`config.mk`:
```
export PLATFORM = sky130hd
export DESIGN_NAME = frame_energy
export DESIGN_NICKNAME = d
export VERILOG_FILES = /design/src/common/lpc_sample_pkg.sv /design/src/hw/frame_energy.sv
export VERILOG_INCLUDE_DIRS = /design/src /design/src/common
export SDC_FILE = /design/constraint.sdc
export NUM_CORES = 1
export LEC_CHECK = 0
export BUFFER_PORTS_ARGS = -buffer_cell sky130_fd_sc_hd__buf_2
export CAP_MARGIN = 10
export CORE_MARGIN = 4
export CORE_UTILIZATION = 30
export CTS_CLUSTER_SIZE = 25
export DETAILED_ROUTE_END_ITERATION = 10
export PLACE_DENSITY_LB_ADDON = 0.2
export SETUP_SLACK_MARGIN = 0.05
export SYNTH_ARGS = -nofsm -noshare
export SYNTH_HDL_FRONTEND = slang
export SYNTH_SLANG_ARGS = --single-unit
```
`constraint.sdc`:
```
create_clock -name clock -period 19.3 [get_ports clock]
set_input_delay 3.86 -clock clock [delete_from_list [all_inputs] [get_ports clock]]
set_output_delay 3.86 -clock clock [all_outputs]
set_load 0.01 [all_outputs]
```
`src/common/lpc_consts.svh`:
```
`ifndef LPC_CONSTS_SVH
`define LPC_CONSTS_SVH

////////////////////////////////
// Frame and window geometry
////////////////////////////////

// Samples per frame
`define LPC_FRAME_LEN 80

// Samples per analysis window, three frames
`define LPC_WINDOW_LEN 240

// Ring entries, window plus one spare frame
`define LPC_BUF_DEPTH 320

////////////////////////////////
// Data widths
////////////////////////////////

`define LPC_ADDR_W 9
`define LPC_SAMPLE_W 16

// 240 squares of full-scale negative need 38 bits
`define LPC_ENERGY_W 40

`endif
```
`src/common/lpc_sample_pkg.sv`:
```
`include "lpc_consts.svh"

package lpc_sample_pkg;

	// Pre-processed speech sample
	typedef logic signed [`LPC_SAMPLE_W-1:0] sample_t;

	// Ring address, 0 to 319
	typedef logic [`LPC_ADDR_W-1:0] buf_addr_t;

	// Position within a window, 0 to 239
	typedef logic [$clog2(`LPC_WINDOW_LEN)-1:0] win_index_t;

	// Lag-0 autocorrelation term
	typedef logic [`LPC_ENERGY_W-1:0] energy_t;

endpackage

```
`src/hw/frame_energy.sv`:
```
`include "lpc_consts.svh"

module frame_energy import lpc_sample_pkg::*; (
	input  logic    clock,
	input  logic    reset,
	input  logic    win_valid,
	input  logic    win_last,
	input  sample_t win_sample,
	output logic    energy_valid,
	output energy_t energy
);

	localparam int unsigned SQ_W = 2 * `LPC_SAMPLE_W;
	localparam int unsigned PAD_W = `LPC_ENERGY_W - SQ_W;

	logic signed [SQ_W-1:0] square;
	energy_t                acc;
	energy_t                sum_next;
	logic                   first;

	always_comb begin
		// Never negative, even for -32768
		square = win_sample * win_sample;
		sum_next = (first ? '0 : acc) + {{PAD_W{1'b0}}, square};
	end

	////////////////////////////////
	// Accumulator
	////////////////////////////////

	// First valid after win_last opens a new window
	always_ff @(posedge clock) begin
		if (reset) begin
			first <= 1'b1;
			energy_valid <= 1'b0;
		end else begin
			energy_valid <= win_valid && win_last;
			if (win_valid)
				first <= win_last;
		end
	end

	always_ff @(posedge clock) begin
		if (win_valid)
			acc <= sum_next;
		if (win_valid && win_last)
			energy <= sum_next;
	end

endmodule

```
== Yosys cells after proc, flatten, opt, wreduce, memory -nomap -nowiden ==
Cells that the tools add are included.

* Add/sub/neg operators: 1
* Multiply operators: 1
* Muxes and demuxes: 1
* Reductions and logical operators: 1

{| class="wikitable"
|+ Operators by type and width
! kind !! number
|-
| 40-bit by 32-bit adder with 40-bit output || 1
|-
| 40-bit 2-to-1 mux || 1
|-
| 16-bit by 16-bit multiplier with 32-bit output || 1
|-
| 1-bit logical AND || 1
|}

* Flip-flop bits (word level): 82
* Input port bits: 20
* Output and inout bits: 41
* Word-level logic and storage cells: 8

== Longest topological paths before layout ==
* Depth in word-level cells: 2
* Depth in mapped cells: 34
* Gate-level depth less buffers: 31

== Worst setup path after synthesis ==
Ideal clock, no wire load.

* Path kind: input to register
* Start point: in win_sample[15]
* End point: reg acc[35], data pin
* Setup time: 0.158 ns
* Arrival: 11.241 ns
* Required time: 19.142 ns
* Slack: 7.902 ns
* Stages on the path: 30
* Path buffers: 3
* Cell sequence: clkbuf_1 > inv_1 > clkbuf_1 > nor2_1 > fa_1 > inv_1 > fa_1 > inv_1 > fa_1 > fa_1 > fa_1 > inv_1 > fa_1 > inv_1 > ha_1 > clkbuf_1 > a21oi_1 > nand2_1 > a221oi_1 > o2111ai_1 > a31o_2 > a21oi_1 > xnor2_1 > ha_1 > nand3_1 > or3_1 > o31ai_1 > a311oi_4 > or3_1 > a21oi_1

* Longest elaborated chain between the ends: 2

{| class="wikitable"
|+ RTL lines
! element !! line !! RTL
|-
| start: declaration || frame_energy.sv:8 || <nowiki>input sample_t win_sample,</nowiki>
|-
| 16-bit by 16-bit multiplier with 32-bit output || frame_energy.sv:23 || <nowiki>square = win_sample * win_sample;</nowiki>
|-
| 40-bit by 32-bit adder with 40-bit output || frame_energy.sv:24 || <nowiki>sum_next = (first ? '0 : acc) + {{PAD_W{1'b0}}, square};</nowiki>
|-
| named net sum_next[35] || frame_energy.sv:18 || <nowiki>energy_t sum_next;</nowiki>
|-
| end signal: assignment || frame_energy.sv:45 || <nowiki>acc <= sum_next;</nowiki>
|-
| end: declaration || frame_energy.sv:17 || <nowiki>energy_t acc;</nowiki>
|}

The timed path passes the listed nets, and every way through them passes these cells.
A chain may end at the register's enable or synchronous reset.

== Worst setup path in the final report ==
* Start point: in win_sample[15]
* End point: reg energy[35], data pin

* Longest elaborated chain between the ends: 2

{| class="wikitable"
|+ RTL lines
! element !! line !! RTL
|-
| 16-bit by 16-bit multiplier with 32-bit output || frame_energy.sv:23 ||
|-
| 40-bit by 32-bit adder with 40-bit output || frame_energy.sv:24 ||
|-
| named net sum_next[35] || frame_energy.sv:18 ||
|-
| end signal: assignment || frame_energy.sv:47 || <nowiki>energy <= sum_next;</nowiki>
|-
| end: declaration || frame_energy.sv:10 || <nowiki>output energy_t energy</nowiki>
|}

The timed path passes the listed nets, and every way through them passes these cells.

==> metrics.cfg <==
[timing]
final-setup-viol-count=0
min_period_over_period_pct=63.5
slew_viol_final=0
slew_headroom_pct=27.4
finalHoldViolations=0
tightest_slew_ns=1.09
rsz0062_at_grt=no
timing.setup.tns_ns=0
finClkSkew_ns=0.0121
fmax_ghz=0.0816
min_period_ns=12.26

[flow_run]
max_cap_violations=0

[critical_path]
startpoint_type=input port
cp_top_family=adder cells
crit_type=in2reg
cpMostUsedCell=fa_1
cpPeakStageDelay_ns=0.68
cp_max_fo=19
worst_setup_path_end_kind=flop
critical-path-slowest-cell=fa_1
cp.arrival_ns=12.43
cp.required_ns=19.48
cp.buffers_inverters=6

[grt]
grt.overflow.total=0
grt_usage_pct=13.4
grt_pass1_wl_um=53900
antenna_found_initial=0
grt_pass1_vias=9967
grt_max_degree=43

[cts]
cts_tree=done
cts_max_level=3
cts.sinks=82
holdBufCountCts=0
cts_buffer_depth=2
insertion_delay_ns=0.34
ctsResizeCount=0
path_clk_slew_ns=0.07
post_cts_buffers=0
cts_made_buffers=9
clockRootBuffer=clkbuf_16

[hold_path]
hp-class=reg2reg

[logic_synthesis]
synth_most_common_cell=inv_1
syn_avg_cell_area_um2=9.78
ys_warn_count=0
ys.flop_type=edfxtp_1
synth_common_cells=335 x inv_1, 237 x fa_1, 118 x ha_1
ys_seq_area_share_pct=18.0
yosysUniqueCellTypes=68
netlist_area_um2=13600
synth_cells=1390
synth_top_area_share_pct=34.9
syn_nets=1765
synth.area.top_cells=fa_1 35%, edfxtp_1 18%, ha_1 11%
ys_ff_latch=82
synth.largest_area_cell=fa_1
synthArstFlopShare_pct=0
synth_edf_count=80

[cells_and_area]
n_fill_cell=4647
area_growth_pct=8.99
num_antenna_cells=0
drive_gt1_share_pct=6.70
seqCellArea_um2=2440
nets=1802
multi_input_area_um2=9750

[floorplanning]
core_um2=44500
dieArea_um2=48800
die_h_um=221
start_util_pct=30.5
dieWidth_um=221
boundaryPins=61
num_rows=77

[placed_design]
gp_congestion=0.851
dp_hpwl_um=26500
portBuffers=60

[detailed_routing]
route.detailed.drc=0
drt_iter0_markers=429
ant_nets=0
vias=9181
wl_per_cell_um=15.6
drt_pass1_iterations=5
wirelength_um=31600
via_per_inst=4.54

[status]
status=complete, no violations

-- sequential cells by signal, summed over array words and instances (netlist names) --
register / count
energy: 40
first: 1
acc: 40
energy_valid: 1
-- worst reg2reg max path: stages, from the launching register on --
cell	delay (ns)
dfxtp_1	0.94
nor2b_1	0.12
ha_1	0.27
or3_1	0.43
a311o_1	0.34
o211a_2	0.17
a221oi_2	0.51
o21ai_2	0.23
a211oi_4	0.37
o31a_1	0.18
mux2_1	0.34
-- cell families after synthesis --
kind of cell	Yosys count	synth area share, %
AO/OA/AOI/OAI	197	10.0
buffers and inverters	371	10.2
XOR/XNOR	68	4.38
flip-flops	82	18.0
multiplexers	5	0.387
AND/OR/NAND/NOR	312	11.2
adder cells (fa/ha/maj)	355	45.8
-- through the flow --
step / setup slack, ns / area (um^2) / hold WS [ns] / utilization, % / std cells
detailed placement: 6.74 / 14500 / 0.627 / 32.6 / 2008
CTS: 7.01 / 14800 / 0.645 / 33.3 / 2024
finish: 7.04 / 14800 / 0.644 / 33.3 / 2024
floorplan: 7.90 / 13600 / 0.590 / - / 1390
global route: 6.60 / 14800 / 0.692 / 33.3 / 2024
global placement: 6.84 / 14500 / 0.624 / 32.6 / 2008
-- path summary, 6_finish.rpt --
path                   from         end  slack (ns)  depth (start not counted)
max          win_sample[15]  energy[35]        7.04                         27
min                 acc[38]     acc[38]        0.64                          1
max reg2reg           first  energy[34]       15.16                         10
min reg2reg         acc[38]     acc[38]        0.64                          1
-- final cells by class --
cell class | count | share of cell area [%]
tap | 592 | 5.00
sequential | 82 | 16.5
inverter | 336 | 8.52
clock inverter | 7 | 0.524
timing repair buffer | 61 | 2.08
multi-input combinational | 937 | 65.9
clock buffer | 9 | 1.52
-- layout by cell type, fill, tap and decap left out, drive strengths merged, types with 7 or more instances in the layout --
| master | n |
|---|---|
| nor2 | 54 |
| o21a | 9 |
| o21ai | 35 |
| and3 | 9 |
| nand3 | 19 |
| buf | 61 |
| a21oi | 59 |
| fa | 237 |
| ha | 118 |
| xnor2 | 49 |
| or3 | 7 |
| nor2b | 41 |
| nand2 | 108 |
| xor2 | 19 |
| a21o | 19 |
| inv | 337 |
| nor3 | 12 |
| nand2b | 10 |
| a31oi | 7 |
| edfxtp | 80 |
| clkbuf | 9 |
| and2 | 41 |
-- per-layer routing --
layer	GRT usage [%]	vias up	part of all wire (%)
met2	21.0	179	44
met4	2.05	0	1.0
met3	1.64	24	3.5
met1	20.3	4517	52
met5	0	-	0
li1	-	4461	-
Power is not shown: default switching activity piles up to over one toggle a cycle in this logic, so the estimate is an artifact.
