--- config.mk ---
export PLATFORM = sky130hd
export DESIGN_NAME = window_reader
export DESIGN_NICKNAME = d
export VERILOG_FILES = /design/src/common/lpc_ctrl_pkg.sv /design/src/common/lpc_sample_pkg.sv /design/src/hw/window_reader.sv
export VERILOG_INCLUDE_DIRS = /design/src /design/src/common
export SDC_FILE = /design/constraint.sdc
export NUM_CORES = 1
export LEC_CHECK = 0
export BUFFER_PORTS_ARGS = -buffer_cell sky130_fd_sc_hd__clkbuf_2
export CAP_MARGIN = 20
export CORE_UTILIZATION = 25
export CTS_CLUSTER_SIZE = 16
export DETAILED_ROUTE_END_ITERATION = 10
export GPL_TIMING_DRIVEN = 0
export SLEW_MARGIN = 20
export SYNTH_ARGS = -nofsm -noshare
export SYNTH_HDL_FRONTEND = slang
export SYNTH_SLANG_ARGS = --single-unit
export TNS_END_PERCENT = 1
--- constraint.sdc ---
create_clock -name clock -period 5.6 [get_ports clock]
set_input_delay 0.84 -clock clock [delete_from_list [all_inputs] [get_ports clock]]
set_output_delay 0.84 -clock clock [all_outputs]
set_load 0.05 [all_outputs]
--- src/common/lpc_consts.svh ---
`ifndef LPC_CONSTS_SVH
`define LPC_CONSTS_SVH

////////////////////////////////
// Frame and window geometry
////////////////////////////////

// Samples per frame
`define LPC_FRAME_LEN 80

// Samples per analysis window, three frames
`define LPC_WINDOW_LEN 240

// Ring entries, window plus one spare frame
`define LPC_BUF_DEPTH 320

////////////////////////////////
// Data widths
////////////////////////////////

`define LPC_ADDR_W 9
`define LPC_SAMPLE_W 16

// 240 squares of full-scale negative need 38 bits
`define LPC_ENERGY_W 40

`endif
--- src/common/lpc_ctrl_pkg.sv ---
package lpc_ctrl_pkg;

	////////////////////////////////
	// Buffer controller
	////////////////////////////////

	// FILL until three frames are stored
	typedef enum logic {
		FILL,
		RUN
	} ctrl_state_t;

	////////////////////////////////
	// Window reader
	////////////////////////////////

	// DRAIN covers the last RAM latency cycle
	typedef enum logic [1:0] {
		IDLE,
		READ,
		DRAIN
	} reader_state_t;

endpackage

--- src/common/lpc_sample_pkg.sv ---
`include "lpc_consts.svh"

package lpc_sample_pkg;

	// Pre-processed speech sample
	typedef logic signed [`LPC_SAMPLE_W-1:0] sample_t;

	// Ring address, 0 to 319
	typedef logic [`LPC_ADDR_W-1:0] buf_addr_t;

	// Position within a window, 0 to 239
	typedef logic [$clog2(`LPC_WINDOW_LEN)-1:0] win_index_t;

	// Lag-0 autocorrelation term
	typedef logic [`LPC_ENERGY_W-1:0] energy_t;

endpackage

--- src/hw/window_reader.sv ---
`include "lpc_consts.svh"

module window_reader import lpc_sample_pkg::*, lpc_ctrl_pkg::*; (
	input  logic       clock,
	input  logic       reset,
	input  logic       window_start,
	input  buf_addr_t  window_base,
	output logic       rd_en,
	output buf_addr_t  rd_addr,
	output logic       win_valid,
	output win_index_t win_index,
	output logic       win_last
);

	localparam int unsigned LAST_INDEX = `LPC_WINDOW_LEN - 1;

	reader_state_t         state;
	buf_addr_t             base;
	win_index_t            index;
	logic                  index_last;
	logic [`LPC_ADDR_W:0]  addr_sum;

	////////////////////////////////
	// Address generation
	////////////////////////////////

	always_comb begin
		addr_sum = base + index;
		// Window crosses entry 319 back to 0
		if (addr_sum >= (`LPC_ADDR_W+1)'(`LPC_BUF_DEPTH))
			rd_addr = buf_addr_t'(addr_sum - (`LPC_ADDR_W+1)'(`LPC_BUF_DEPTH));
		else
			rd_addr = buf_addr_t'(addr_sum);
	end

	assign rd_en = (state == READ);
	assign index_last = (index == win_index_t'(LAST_INDEX));

	////////////////////////////////
	// Sequencing
	////////////////////////////////

	always_ff @(posedge clock) begin
		if (reset) begin
			state <= IDLE;
			win_valid <= 1'b0;
			win_last <= 1'b0;
		end else begin
			// Strobes trail the read by the RAM latency
			win_valid <= rd_en;
			win_last <= rd_en && index_last;
			case (state)
				IDLE: begin
					if (window_start)
						state <= READ;
				end
				READ: begin
					if (index_last)
						state <= DRAIN;
				end
				DRAIN: state <= IDLE;
				default: state <= IDLE;
			endcase
		end
	end

	always_ff @(posedge clock) begin
		if (state == IDLE && window_start) begin
			base <= window_base;
			index <= '0;
		end else if (rd_en && !index_last) begin
			index <= index + 1'b1;
		end
		win_index <= index;
	end

	// Producer spaced its samples too tightly
	start_while_busy: assert property (@(posedge clock) disable iff (reset)
		window_start |-> state == IDLE);

endmodule

# After elaboration in Yosys (flattened, before gate mapping)
# Cells that the tools add are included.
# word_totals
elab_cells	24
regBits	29
# op_classes
reduce_logical	6
addsub	3
muxes	4
eq_ne	4
order_cmp	1
# op_table
cell	n
$add A9 B8 Y10	1
$ge A10 B9 Y1 const B	1
$mux W9	1
$sub A9 B9 Y9 const B	1
$add A8 B1 Y8 const B	1
$eq A8 B8 Y1 const B	1
$mux W2	2
$pmux W2 S2	1
$logic_and A1 B1 Y1	3
$eq A2 B1 Y1 const B	1
$logic_not A2 Y1	1
$ne A2 B1 Y1 const B	1
$ne A2 B2 Y1 const B	1
$reduce_and A2 Y1	1
$logic_not A1 Y1	1

# Logic depth before layout (Yosys ltp)
# depth
ltp_word	3
depth_mapped	13
ltp_nobuf	13

# Worst setup path after synthesis
# OpenSTA, ideal clock, no wires.
# synth_timing
path_kind	flip-flop to output port
start	reg index[0]
end	out rd_addr[6]
stages_incl_launch_ff	14
path_buffers	0
path_slack_ps	1024
arrival_ps	3736
t_required_ps	4760
path_cell_list	dfxtp_1 ha_1 inv_1 fa_1 nand2b_1 a21oi_1 o21a_1 nor2_1 xnor2_1 ha_1 or4b_1 o41ai_2 a22oi_2 xnor2_1
# synth_via
elab_chain_cells	3
word_cells_on_any_way	4
cone_classes	add/sub (2); order compare (1); mux (1)
# synth_rtl
item	line	source
from (decl)	window_reader.sv:19	win_index_t index;
from (signal assigned)	window_reader.sv:72	index <= index + 1'b1;
$add A9 B8 Y10 (*)	window_reader.sv:28	addr_sum = base + index;
$sub A9 B9 Y9 / $ge A10 B9 Y1 (equally long branches)	window_reader.sv:31, window_reader.sv:30	
$mux W9 (*)	window_reader.sv:30	if (addr_sum >= (`LPC_ADDR_W+1)'(`LPC_BUF_DEPTH))
to (decl)	window_reader.sv:9	output buf_addr_t rd_addr,
# Mark *: on every way between the ends. The rest lies on a longest branch, timed or not.

# Worst setup path after layout
# layout_timing
start	reg index[0]
end	out rd_addr[7]
# Same word-level chain as after synthesis.

==> run summary <==
status = finished clean
initial core utilization = 0.2633
max cap viols = 0
post-synth top area share = 0.2728
Setup Crit Path Kind = reg -> out
Worst Setup SP = index[0]
via count = 1093
# diodes = 0
Residual DRC = 0
DIE AREA = 6181 um^2
largest family of logic cells by synthesized area = simple AND/OR/NAND/NOR gates
Root Buffer = clkbuf_8
HP Start = index[7]
Post-synth EDFFs = 9
xor and xnor area share after synthesis = 0.07758
Worst-path clk slew = 0.07 ns
worst vdd ir = 0.1348 mV
Post-Route WL = 2.728 mm
PortBufs = 31
Yosys cell types = 40
Die X-Extent = 78.62 um
Relative slew margins = 0.5239
H-tree depth = 2
setup TNS = 0 ns
vias in the first global route = 1023
Post-Place Cells = 243
RSZ-0062 raised after global routing = false
CTS tree = built
post-synthesis mux area share = 0.006820
drt via density = 4.355
Mapped Cells = 139
DP Area = 1729 um^2
CP Max Fanout = 6
clk_lat worst skew = 0.28 ns
Synth Area in Simple Gates = 0.1765
worst reg2reg startpoint = index[0]
Synth Area in Compound Gates = 0.1441
startpoint types = register
setup bufs post-CTS = 0
fmax = 207.1 MHz
cts hold-fix bufs = 0
Lkg Pwr = 0.7734 nW
Syn Area/Cell = 10.56 um^2
fin area = 1815 um^2
antenna violations before repair = 0
Worst Path Arrival = 3.99 ns
CTS Buf Count = 5
share of the yosys chip area belonging to registers = 0.4569
Seq cells post-synth = 29
Synth area leader = dfxtp_1
GRT Residual Overflow = 0
row count = 27
post-route insts no fill = 251
register-to-register setup slack = 3.53 ns
final hold violations = 0
mapped cell area = 1468 um^2
Fill cells = 582
Routed wire per std cell = 10.87 um
share of cells above drive strength 1 = 0.2961
Core Footprint = 5574 um^2
TritonRoute pass-1 iters = 4
predominant post-synthesis flop cell = dfxtp_1
worst-margin pin slew = 0.7111 ns
clk sinks = 29
maximum number of pins on one net before global-route repair = 11
antenna-violating nets left = 0
Final Skew = 0.007602 ns
Die Y-Extent = 78.62 um
cts repair resizes = 0
synth warn = 0
crit end category = primary output
Final Util = 0.3257
Final min period = 4.830 ns
# IOs = 32
required time of the critical path = 4.76 ns
P&R area growth vs syn = 23.70%
final period utilization = 0.8624
type of the most critical hold path = reg -> reg
final estimated routing congestion in global placement = 0.7631
top cells by area, synth = dfxtp_1 27%, edfxtp_1 18%, ha_1 9.4%
ys async rst share = 0
number of nets in the layout = 202
PwrDens = 293.2 nW/um^2
GRT Util Overall = 0.09742
Syn Nets = 163
initial DRC count = 28
CTS Buffer Depth = 2
final setup fails = 0
synthesized-area fraction occupied by adder cells = 0.1074
first-pass GRT wire length = 4.643 mm
Pins Over Slew Limit = 0
Final HPWL DP = 2.143 mm
## worst paths after layout
kind	cells after the start	endpoint
worst min register to register	0	win_index[7]
worst max register to register	8	index[4]
worst min-delay path	0	win_index[7]
worst max-delay path	14	rd_addr[7]
## where the power goes
part,switching (mW),internal (mW)
sequential,0.00852,0.229
clock,0.0759,0.0854
combinational,0.0957,0.0381
total,0.180,0.352
## flip-flops by register name, summed over array words and instances, names as in the netlist
register   flops
base           9
index          8
state          2
win_index      8
win_last       1
win_valid      1
## logic make-up after synthesis
| group | after synthesis |
|---|---|
| AOI/OAI and AO/OA | 25 |
| xor gates and xnor gates | 13 |
| adders and majority gates | 12 |
| buffers and inverters | 10 |
| DFF | 29 |
| muxes | 1 |
| and+or+nand+nor | 49 |
## area by class of cell
type                            count  area [um^2]  share of cell area
Inverter                            9        33.78             0.01861
Clock buffer                        5        68.82             0.03790
Multi-Input combinational cell    100        757.0              0.4170
Sequential cell                    29        670.6              0.3694
Tap cell                           72        90.09             0.04962
Buffer                              1        11.26            0.006203
Timing Repair Buffer               32        166.4             0.09166
Clock inverter                      3        17.52            0.009649
## worst max-delay path, cell delays in order (launching register included)
cell      delay [ns]
dfxtp_1         0.44
ha_1            0.23
inv_1           0.06
fa_1            0.38
nand2b_1        0.18
a21oi_1         0.31
o21a_1          0.16
nor2_1          0.04
xnor2_1         0.27
ha_1            0.21
or4b_1          0.47
o41ai_2         0.35
a22oi_1         0.18
nor3_2          0.13
clkbuf_2        0.29
## placed cells by master (no fill, tap or decap), drive strengths merged
| cell type | count |
|---|---|
| and2b | 1 |
| and3 | 2 |
| or3 | 1 |
| a211oi | 3 |
| nor3b | 1 |
| a21oi | 5 |
| edfxtp | 9 |
| a21o | 2 |
| a221oi | 1 |
| a22oi | 2 |
| ha | 11 |
| clkbuf | 36 |
| buf | 2 |
| o21a | 3 |
| nand3 | 3 |
| clkinv | 2 |
| and2 | 2 |
| clkinvlp | 1 |
| inv | 9 |
| o211ai | 1 |
| xor2 | 5 |
| a31o | 1 |
| or4 | 1 |
| nor3 | 5 |
| or4b | 2 |
| mux2i | 1 |
| dfxtp | 20 |
| nand4 | 2 |
| o21ai | 5 |
| nand2b | 3 |
| nand2 | 4 |
| nor2 | 22 |
| fa | 1 |
| o31ai | 1 |
| o41ai | 1 |
| xnor2 | 8 |
## cell usage after synthesis, types with 2 or more instances
master / number
nand3_1: 2
a21o_1: 2
and3_1: 2
o21a_1: 3
nand2_1: 4
o21ai_0: 3
inv_1: 8
nor3_1: 4
edfxtp_1: 9
dfxtp_1: 20
a21oi_1: 5
o21ai_1: 2
xnor2_1: 8
ha_1: 11
nand2b_1: 3
a211oi_2: 3
nand4_1: 2
xor2_1: 5
nor2_1: 22
## metal layers
metal  routed length [um]  GRT usage  vias up
met1                 1305     0.1246      496
met5                    0          0        -
met3                  158    0.04186        3
met4                   16    0.02778        0
met2                 1247     0.1478       27
li1                     -          -      567
## metrics by stage
step / total power [mW] / setup WS (ns) / hold slack (ns)
2_1_floorplan: 0.3450 / 1.024 / 0.3738
6_report: 0.5323 / 0.7704 / 0.4042
3_3_place_gp: 0.3741 / 1.018 / 0.4126
4_1_cts: 0.5409 / 0.7050 / 0.4083
3_5_place_dp: 0.3768 / 1.028 / 0.4038
5_1_grt: 0.5627 / 0.4590 / 0.4137
(Power assumes the default switching activity.)
