[src/common/lpc_consts.svh]
`ifndef LPC_CONSTS_SVH
`define LPC_CONSTS_SVH

////////////////////////////////
// Frame and window geometry
////////////////////////////////

// Samples per frame
`define LPC_FRAME_LEN 80

// Samples per analysis window, three frames
`define LPC_WINDOW_LEN 240

// Ring entries, window plus one spare frame
`define LPC_BUF_DEPTH 320

////////////////////////////////
// Data widths
////////////////////////////////

`define LPC_ADDR_W 9
`define LPC_SAMPLE_W 16

// 240 squares of full-scale negative need 38 bits
`define LPC_ENERGY_W 40

`endif
[src/common/lpc_ctrl_pkg.sv]
package lpc_ctrl_pkg;

	////////////////////////////////
	// Buffer controller
	////////////////////////////////

	// FILL until three frames are stored
	typedef enum logic {
		FILL,
		RUN
	} ctrl_state_t;

	////////////////////////////////
	// Window reader
	////////////////////////////////

	// DRAIN covers the last RAM latency cycle
	typedef enum logic [1:0] {
		IDLE,
		READ,
		DRAIN
	} reader_state_t;

endpackage

[src/common/lpc_sample_pkg.sv]
`include "lpc_consts.svh"

package lpc_sample_pkg;

	// Pre-processed speech sample
	typedef logic signed [`LPC_SAMPLE_W-1:0] sample_t;

	// Ring address, 0 to 319
	typedef logic [`LPC_ADDR_W-1:0] buf_addr_t;

	// Position within a window, 0 to 239
	typedef logic [$clog2(`LPC_WINDOW_LEN)-1:0] win_index_t;

	// Lag-0 autocorrelation term
	typedef logic [`LPC_ENERGY_W-1:0] energy_t;

endpackage

[src/hw/lpc_mem_ctrl.sv]
`include "lpc_consts.svh"

module lpc_mem_ctrl import lpc_sample_pkg::*, lpc_ctrl_pkg::*; (
	input  logic      clock,
	input  logic      reset,
	input  logic      sample_valid,
	input  sample_t   sample_in,
	output logic      wr_en,
	output buf_addr_t wr_addr,
	output sample_t   wr_data,
	output logic      window_start,
	output buf_addr_t window_base
);

	localparam int unsigned FILL_FRAMES = `LPC_WINDOW_LEN / `LPC_FRAME_LEN;
	localparam int unsigned SPARE_LEN = `LPC_BUF_DEPTH - `LPC_WINDOW_LEN;

	ctrl_state_t state;
	buf_addr_t   wr_ptr;
	buf_addr_t   ptr_next;
	buf_addr_t   base_next;
	logic [6:0]  frame_cnt;
	logic [1:0]  fill_count;
	logic        frame_end;

	////////////////////////////////
	// Write port
	////////////////////////////////

	// Sample lands in the RAM at the edge ending its strobe cycle
	assign wr_en = sample_valid;
	assign wr_addr = wr_ptr;
	assign wr_data = sample_in;

	always_comb begin
		// Pointer after this write, wrapping at the ring end
		if (wr_ptr == buf_addr_t'(`LPC_BUF_DEPTH - 1))
			ptr_next = '0;
		else
			ptr_next = wr_ptr + 1'b1;

		// Oldest window sample sits 240 entries behind the new pointer
		if (ptr_next >= buf_addr_t'(`LPC_WINDOW_LEN))
			base_next = ptr_next - buf_addr_t'(`LPC_WINDOW_LEN);
		else
			base_next = ptr_next + buf_addr_t'(SPARE_LEN);
	end

	assign frame_end = sample_valid && (frame_cnt == 7'(`LPC_FRAME_LEN - 1));

	////////////////////////////////
	// Frame and fill tracking
	////////////////////////////////

	always_ff @(posedge clock) begin
		if (reset) begin
			state <= FILL;
			wr_ptr <= '0;
			frame_cnt <= '0;
			fill_count <= '0;
			window_start <= 1'b0;
		end else begin
			window_start <= 1'b0;
			if (sample_valid) begin
				wr_ptr <= ptr_next;
				if (frame_end)
					frame_cnt <= '0;
				else
					frame_cnt <= frame_cnt + 1'b1;
			end
			if (frame_end) begin
				case (state)
					FILL: begin
						fill_count <= fill_count + 1'b1;
						// Third frame completes the first window
						if (fill_count == 2'(FILL_FRAMES - 1)) begin
							state <= RUN;
							window_start <= 1'b1;
						end
					end
					RUN: window_start <= 1'b1;
					default: state <= FILL;
				endcase
			end
		end
	end

	// Base only matters together with window_start
	always_ff @(posedge clock) begin
		if (frame_end)
			window_base <= base_next;
	end

endmodule

[config.mk]
export PLATFORM = sky130hd
export DESIGN_NAME = lpc_mem_ctrl
export DESIGN_NICKNAME = d
export VERILOG_FILES = /design/src/common/lpc_ctrl_pkg.sv /design/src/common/lpc_sample_pkg.sv /design/src/hw/lpc_mem_ctrl.sv
export VERILOG_INCLUDE_DIRS = /design/src /design/src/common
export SDC_FILE = /design/constraint.sdc
export NUM_CORES = 1
export LEC_CHECK = 0
export ABC_AREA = 1
export BUFFER_PORTS_ARGS = -buffer_cell sky130_fd_sc_hd__buf_2
export CORE_MARGIN = 2
export CORE_UTILIZATION = 30
export CTS_CLUSTER_SIZE = 8
export DETAILED_ROUTE_END_ITERATION = 16
export SLEW_MARGIN = 20
export SYNTH_ARGS = -nofsm -noshare
export SYNTH_HDL_FRONTEND = slang
export SYNTH_SLANG_ARGS = --single-unit
export TNS_END_PERCENT = 50
[constraint.sdc]
create_clock -name clock -period 2.6 [get_ports clock]
set_clock_uncertainty 0.15 [all_clocks]
set_input_delay 0.52 -clock clock [delete_from_list [all_inputs] [get_ports clock]]
set_output_delay 0.52 -clock clock [all_outputs]
set_load 0.01 [all_outputs]
# Yosys cells after proc, flatten, opt, wreduce, memory -nomap -nowiden
# Cells that the tools add are included.
[classes]
n_addsub = 5
n_mul = 0
n_div = 0
n_lt_le_gt_ge = 1
eq_ne = 3
shift = 0
mux = 6
bitwise_logic = 2
n_reduce_logical = 3
[ops]
columns = ["cell", "n"]
rows = [
  ["9-bit two-way mux", 2],
  ["9-bit by 1-bit adder with 9-bit output (second input constant)", 1],
  ["9-bit by 7-bit adder with 9-bit output (second input constant)", 1],
  ["9-bit equality test (second input constant)", 1],
  ["9-bit by 8-bit >= comparator with 1-bit output (second input constant)", 1],
  ["9-bit by 8-bit subtractor with 9-bit output (second input constant)", 1],
  ["7-bit by 1-bit adder with 7-bit output (second input constant)", 1],
  ["7-bit equality test (second input constant)", 1],
  ["7-bit two-way mux", 1],
  ["2-bit by 1-bit adder with 2-bit output (second input constant)", 1],
  ["2-bit equality test (second input constant)", 1],
  ["1-bit two-way mux", 2],
  ["1-bit NOT", 2],
  ["1-bit case mux with 2 select lines", 1],
  ["2-bit AND reduction", 1],
  ["2-bit OR reduction", 1],
  ["1-bit logical AND", 1],
]
[word_totals]
reg_bits = 29
latchBits = 0
ram_bits = 0
romBits = 0
output_inout_bits = 36
wordCells = 26
n_memories = 0

# Logic depth before layout (Yosys ltp)
# Gate-level depths: netlist of the first run.
[logic_depth]
depth_word = 4
ltp_mapped = 13
depth_no_buf = 13

# Worst setup path before layout of the first run
# No wires, ideal clock.
[synth_timing]
kind = "register to register"
startpoint = "register wr_ptr[0] (netlist: wr_addr[0])"
endpoint = "register window_base[6], data pin"
t_arrival_ns = 1.635
setup_slack_ns = 0.563
path_stages_with_launch = 14
n_path_buf = 0
period_less_slack_ns = 2.037
path_cell_list = "dfxtp_1 ha_1 nand2_2 nor2_4 nand3_2 inv_1 nor2_1 ha_1 nand2_4 nor2_4 nand2_4 nand3_2 nand2_1 nand2_1"
[synth_via]
elab_chain_cells = 4
elab_cells_between_ends = 7
classes_between = "add/sub (3); order compare (1); eq/ne (1); mux (2)"
[synth_lines]
columns = ["element", "line", "text"]
rows = [
  ["from (decl)", "lpc_mem_ctrl.sv:19", "buf_addr_t wr_ptr;"],
  ["from (signal assigned)", "lpc_mem_ctrl.sv:65", "wr_ptr <= ptr_next;"],
  ["9-bit by 1-bit adder with 9-bit output or 9-bit equality test (tied branches)", "lpc_mem_ctrl.sv:40, lpc_mem_ctrl.sv:37", ""],
  ["9-bit two-way mux *", "lpc_mem_ctrl.sv:37", "if (wr_ptr == buf_addr_t'(`LPC_BUF_DEPTH - 1))"],
  ["named net ptr_next[5]", "lpc_mem_ctrl.sv:20", "buf_addr_t ptr_next;"],
  ["9-bit by 7-bit adder with 9-bit output (tied with other cells)", "lpc_mem_ctrl.sv:46", "base_next = ptr_next + buf_addr_t'(SPARE_LEN);"],
  ["9-bit two-way mux *", "lpc_mem_ctrl.sv:43", "if (ptr_next >= buf_addr_t'(`LPC_WINDOW_LEN))"],
  ["named net base_next[6]", "lpc_mem_ctrl.sv:21", "buf_addr_t base_next;"],
  ["to (signal assigned)", "lpc_mem_ctrl.sv:91", "window_base <= base_next;"],
  ["to (decl)", "lpc_mem_ctrl.sv:12", "output buf_addr_t window_base"],
]
# Mark *: on every way through the listed nets, which the timed path passes. The rest lies on a longest branch.
# A chain may end at the register's enable or synchronous reset.

# Final worst setup path of the first run
[layout_timing]
startpoint = "register wr_ptr[0] (netlist: wr_addr[0])"
endpoint = "register window_base[8], data pin"
# Same word-level chain as after synthesis.

==> results by group, run 1 <==
Clock network
  – Hold_buf cts: 0
  – CTS tree: done
  – Total clock sinks: 29
  – H-tree levels: 2
  – Clock-pin slew on the worst setup and hold paths: roughly 70 ps
  – Root Buffer: clkbuf_8
  – Setup bufs post-CTS: 0
  – Clock Path Buffers: 2
  – CTS buffer count: 5
  – Clk Latency, worst-skew pair: 290 ps
  – CTS resizes: 0

Global routing
  – Total track usage: 11.0%
  – Total grt overflow: 0
  – Vias in the first global route: 1183
  – Initial antenna violation count: 0
  – First-pass GRT wire length: around 5200 um
  – Largest net degree at the start of global routing: 21

Synthesis
  – Post-synth cell types: 29
  – Synth area leader: dfxtp_1
  – Top post-synthesis cells by count: nand2_1, inv_1, dfxtp_1
  – Syn_area_per_cell: ~7.9 um2
  – Top post-synthesis cells by area: dfxtp_1, edfxtp_1, nand2_1
  – Top_reg_cell synth: dfxtp_1
  – Top-count cell post-synth: nand2_1
  – Ys async rst share: 0%
  – Syn Nets: approximately 230
  – Synthesized area: 0.00165 mm2
  – Post-synth EDFFs: 9
  – Syn Inst Count: 208
  – Post-synthesis sequential area ratio: 40.7%
  – Synth warn: 0
  – #FFs+latches synth: 29
  – Yosys top cell area share: 24.3%

Routing
  – Routed wire per std cell: 10.7 um
  – 1st-iter DRT viols: 56
  – WL final: 3080 um
  – Routed vias: 1246
  – Remaining antenna violation count: 0
  – Vias per cell: ~4.3
  – First drt pass iteration count: 5
  – DR DRC count: 0

Worst setup path
  – Worst path cell trace: ha_1 -> nand2_2 -> nor2_4 -> nand3_2 -> inv_1 -> nor2_1 -> ha_1 -> nand2_4 -> o21ai_0 -> nand2_1 -> nand2_1 -> nand2_1
  – CP bufs+invs: 1
  – CP max-delay cell: dfxtp_1
  – Worst Path Required: between 2000 and 3000 ps
  – CP startpoint kind: register
  – CP Class: reg2reg
  – CP top delay family: simple AND/OR/NAND/NOR gates
  – Worst-path fanout max: 6
  – Crit path top cell by count: nand2_1
  – CP peak stage delay: about 350 ps
  – Worst Path Arrival: 2070 ps
  – CP endpoint kind: register

Finish
  – Finished Core Util: 34.9%
  – Post-route non-filler standard cell count: 288
  – Synth-to-layout area growth: 10.2%
  – Nets@finish: between 200 and 250
  – ANT cells: 0
  – Layout cells sized above 1: 22.0%

Timing
  – Fin Hold WS: 306 ps
  – Peak Freq: 0.461 GHz
  – Max-slew violations: 0
  – Min cycle time layout: 2170 ps
  – Final Hold Fails: 0
  – Endpoints failing setup: 0
  – Setup_tns: 0 ps
  – RSZ-0062 raised after global routing: no
  – Slew HR: around three quarters
  – Ratio of final minimum period to clock period: 83.4%
  – Worst-Margin Slew: 381 ps

Die
  – Total core area: 0.00520 mm2
  – Initial Util: around a third
  – Die height: 78.1 um
  – Row Count: 26
  – Die Width: 78.1 um
  – # IOs: 55
  – Full die area: approximately 0.006 mm2

Power
  – VDD IR max: about 0.00041 V
  – Leakage: 0.892 nW
  – PwrDens: ~580 mW/mm2

Worst hold path
  – Hold Crit Class: reg2reg

Status
  – Status: complete, no violations

Place
  – Placed Cells: 280
  – Port bufs: 22
  – Final Wtd Congestion: 0.768
  – Half-perimeter wire length after placement: 2290 um

Run
  – MaxCap Viol Count: 0
-- per-stage QoR --
stage,cell area [um2],setup WS [ps],power (mW)
floorplan,1650,563,0.612
global placement,1710,457,0.615
detailed placement,1710,448,0.616
CTS,1810,438,1.07
global route,1810,272,1.11
finish,1810,432,1.06
-- flip-flops by register name (all words and copies together) (netlist names) --
register / count
fill_count: 2
window_start: 1
frame_cnt: 7
window_base: 9
state: 1
wr_addr: 9
-- worst register-to-register path, stage by stage (launching register included) --
cell	delay, ps
dfxtp_1	350
ha_1	230
nand2_2	110
nor2_4	40
nand3_2	130
inv_1	50
nor2_1	180
ha_1	280
nand2_4	80
o21ai_0	140
nand2_1	80
nand2_1	70
nand2_1	40
-- cell type report --
cell class,count,area [um2]
clock buffers,6,72.6
clock inverters,2,33.8
fillers,549,3390
inverters,29,109
multi-input cells,129,723
flip-flops and latches,29,671
well taps,70,87.6
repair buffers,23,118
-- placed cells by master (no fill, tap or decap), types with 4 or more instances in the layout --
| cell | synthesis | final |
|---|---|---|
| nand3_2 | 4 | 4 |
| nand4_1 | 4 | 4 |
| clkbuf_8 | 0 | 5 |
| a21oi_1 | 13 | 13 |
| ha_1 | 4 | 4 |
| buf_2 | 1 | 22 |
| dfxtp_1 | 20 | 20 |
| nor2_1 | 19 | 19 |
| xor2_1 | 4 | 4 |
| nand3_1 | 8 | 8 |
| o21ai_0 | 15 | 15 |
| nand2_2 | 5 | 5 |
| nand2_1 | 39 | 39 |
| inv_1 | 27 | 27 |
| edfxtp_1 | 9 | 9 |
-- routing by layer --
layer	wire, um	up-vias	part of all wire, %	track usage (%)
met5	0	-	0	0
met4	59	0	1.9	5.44
met3	148	8	4.8	3.79
met2	1400	26	45	17.5
met1	1470	542	48	13.1
li1	-	670	-	-
-- kinds of logic (layout without fill, tap and decap cells) --
group           after synthesis  in the layout  share of synthesized area, %
fa+ha+maj                     4              4                          3.04
compound gates               32             32                          10.4
buf+inv                      50             60                          15.3
simple gates                 89             89                          28.3
xor+xnor                      4              4                          2.13
flops                        29             29                          40.7
-- power by group --
part / switching [mW] / internal [mW]
Combinational: 0.0698 / 0.0385
Sequential: 0.0154 / 0.481
Clock: 0.172 / 0.282
-- final timing paths --
| kind | start | endpoint | slack (ps) | cells after the start |
|---|---|---|---|---|
| worst min-delay path | fill_count[0] | fill_count[0] | 310 | 1 |
| worst min register to register | fill_count[0] | fill_count[0] | 310 | 1 |
| worst max-delay path | wr_addr[0] | window_base[8] | 430 | 12 |
| worst max register to register | wr_addr[0] | window_base[8] | 430 | 12 |
No activity file was read; power rests on OpenSTA's default activity.
==> inputs of run 2 (changes only) <==
==> constraint.sdc (replaced) <==
create_clock -name clock -period 1.8 [get_ports clock]
set_clock_uncertainty 0.15 [all_clocks]
set_input_delay 0.36 -clock clock [delete_from_list [all_inputs] [get_ports clock]]
set_output_delay 0.36 -clock clock [all_outputs]
set_load 0.01 [all_outputs]
==> run 2 against run 1 <==
  * Total power grew 45%
  * First-iteration DRC count fell by 43%
  * Critical endpoint is now window_base[6]
  * Combinational power increased by 110%
  * Sequential cell count did not move
  * Utilization is 5.5 points higher
  * The run now ends with setup timing left
  * Largest cell class unchanged
  * Non-clock buffer count increased by 24
  * Die area did not move
  * Cell count grew 8.3%
  * Worst setup slack worse by 470 ps
  * Sequential power grew 44%
  * Fmax increased by 18%
==> results by group, run 2 (synthesis gave the netlist of run 1 again) <==
Timing
  – Peak Freq: 0.545 GHz (+18%)
  – Worst-Margin Slew: 322 ps (-58.8 ps)
  – RSZ-0062 raised after global routing: yes
  – Endpoints failing setup: 3 (+3)
  – Final Hold Fails: 0 (unchanged)
  – Max-slew violations: 0 (unchanged)
  – Ratio of final minimum period to clock period: 102% (+19 points)
  – Min cycle time layout: 1830 ps (-333 ps)
  – Slew HR: 78.5% (+3.9 points)
  – Worst setup margin: -34.9 ps (-467 ps)

Worst setup path
  – Worst Path Required: 1700 ps (-800 ps)
  – CP Class: reg2reg
  – CP max-delay cell: dfxtp_4
  – CP peak stage delay: 370 ps (+20 ps)
  – Worst Path Arrival: 1730 ps (-340 ps)
  – CP startpoint kind: register
  – CP endpoint kind: register
  – Worst path cell trace: nand3_2 -> o21ai_2 -> nand2_2 -> nor2_4 -> ha_4 -> nand2_4 -> nor2_4 -> nand2_4 -> nand3_1 -> nand2_1
  – Worst-path fanout max: 5 (-1)

Routing
  – Vias per cell: 4.23 (-2.1%)
  – First drt pass iteration count: 4 (-1)
  – WL final: 3240 um (+5.2%)
  – Remaining antenna violation count: 0 (unchanged)
  – Routed wire per std cell: 10.4 um (-2.9%)
  – DR DRC count: 0 (unchanged)
  – Routed vias: 1321 (+6.0%)
  – 1st-iter DRT viols: 32 (-43%)

Finish
  – Synth-to-layout area growth: 27.4%
  – Most frequent cells in the layout: nand2_1, inv_1, buf_4
  – Register area: 684 um2 (+2.1%)
  – Most common cell after layout, fill and taps aside: nand2_1
  – Layout cells sized above 1: 38.8% (+17 points)
  – Multi-input gate area: 802 um2 (+11%)
  – ANT cells: 0 (unchanged)
  – Nets@finish: 264 (+10%)
  – Fillers: 537 (-2.2%)

Clock network
  – H-tree levels: 2 (unchanged)
  – Root Buffer: clkbuf_8
  – CTS tree: done
  – CTS buffer count: 5 (unchanged)
  – Clock Path Buffers: 2 (unchanged)
  – Clk Latency, worst-skew pair: 290 ps (about the same)
  – Total clock sinks: 29 (unchanged)
  – Clock-pin slew on the worst setup and hold paths: 70 ps (about the same)

Power
  – PwrDens: 734 mW/mm2 (+26%)
  – Overall power: 1.54 mW (+45%)
  – Leakage: 1.03 nW (+16%)
  – VDD IR max: 0.000385 V (-6.6%)

Global routing
  – Total grt overflow: 0 (unchanged)
  – First-pass GRT wire length: 5560 um (+6.8%)
  – Vias in the first global route: 1241 (+4.9%)
  – Largest net degree at the start of global routing: 17 (-19%)
  – Total track usage: 11.7% (+0.73 points)
  – Initial antenna violation count: 0 (unchanged)

Die
  – Die height: 78.1 um (unchanged)
  – Initial Util: 31.6% (unchanged)
  – Full die area: 0.00610 mm2 (unchanged)
  – Total core area: 0.00520 mm2 (unchanged)
  – # IOs: 55 (unchanged)
  – Die Width: 78.1 um (unchanged)
  – Row Count: 26 (unchanged)

Place
  – Port bufs: 22 (unchanged)
  – Pre-CTS setup slack: -118 ps (-566 ps)
  – Half-perimeter wire length after placement: 2460 um (+7.4%)
  – Final Wtd Congestion: 0.773 (+0.69%)

Status
  – Failing checks: setup timing
  – Status: finished with violations

Run
  – MaxCap Viol Count: 0 (unchanged)

Worst hold path
  – Hold Crit Class: in2reg
run 2: what timing repair did:
| action | 4_1_cts | 5_1_grt |
|---|---|---|
| pin swaps | 4 | 3 |
| resized for setup | 10 | 4 |
| hold buffers | 0 | 0 |
| setup endpoints to repair | 3 | 5 |
| buffers inserted | 0 | 1 |
run 2: where the power goes:
group | internal (mW) | switching, mW
combinational | 0.0992 | 0.123
sequential | 0.695 | 0.0203
clock | 0.345 | 0.258
run 2: layout make-up:
class / count / share of cell area (%)
multi-input combinational: 129 / 38.2
sequential: 29 / 32.6
timing repair buffer: 47 / 15.0
inverter: 29 / 5.19
clock buffer: 7 / 4.59
tap: 70 / 4.17
clock inverter: 1 / 0.239
run 2: worst max-delay path: cells and delay by family (launching register included):
kind / cells / cell delay (ps)
flops: 1 / 370
simple gates: 8 / 720
fa+ha+maj: 1 / 170
compound gates: 1 / 180
run 2: final timing paths:
path	from	cells after the start	end	slack [ps]
max	wr_addr[1]	10	window_base[6]	-30
min	reset	2	state	190
max reg2reg	wr_addr[1]	10	window_base[6]	-30
min reg2reg	fill_count[0]	1	fill_count[0]	310
run 2: stage by stage:
step           utilization (%)  area [um2]  TNS, ps  hold slack, ps  instances
2_1_floorplan                -        1690     -106             272        208
3_3_place_gp              37.3        1940     -147             290        303
3_5_place_dp              37.3        1940     -349             301        303
4_1_cts                   40.1        2090    -65.5             181        311
5_1_grt                   40.3        2100     -420             195        312
6_report                  40.3        2100     -103             187        312
run 2: layer usage:
metal / track usage [%] / vias up / part of all wire (%)
met2: 19.2 / 19 / 47
met1: 14.1 / 571 / 46
met3: 3.22 / 7 / 3.9
met4: 5.61 / 0 / 2.1
li1: - / 724 / -
met5: 0 / - / 0
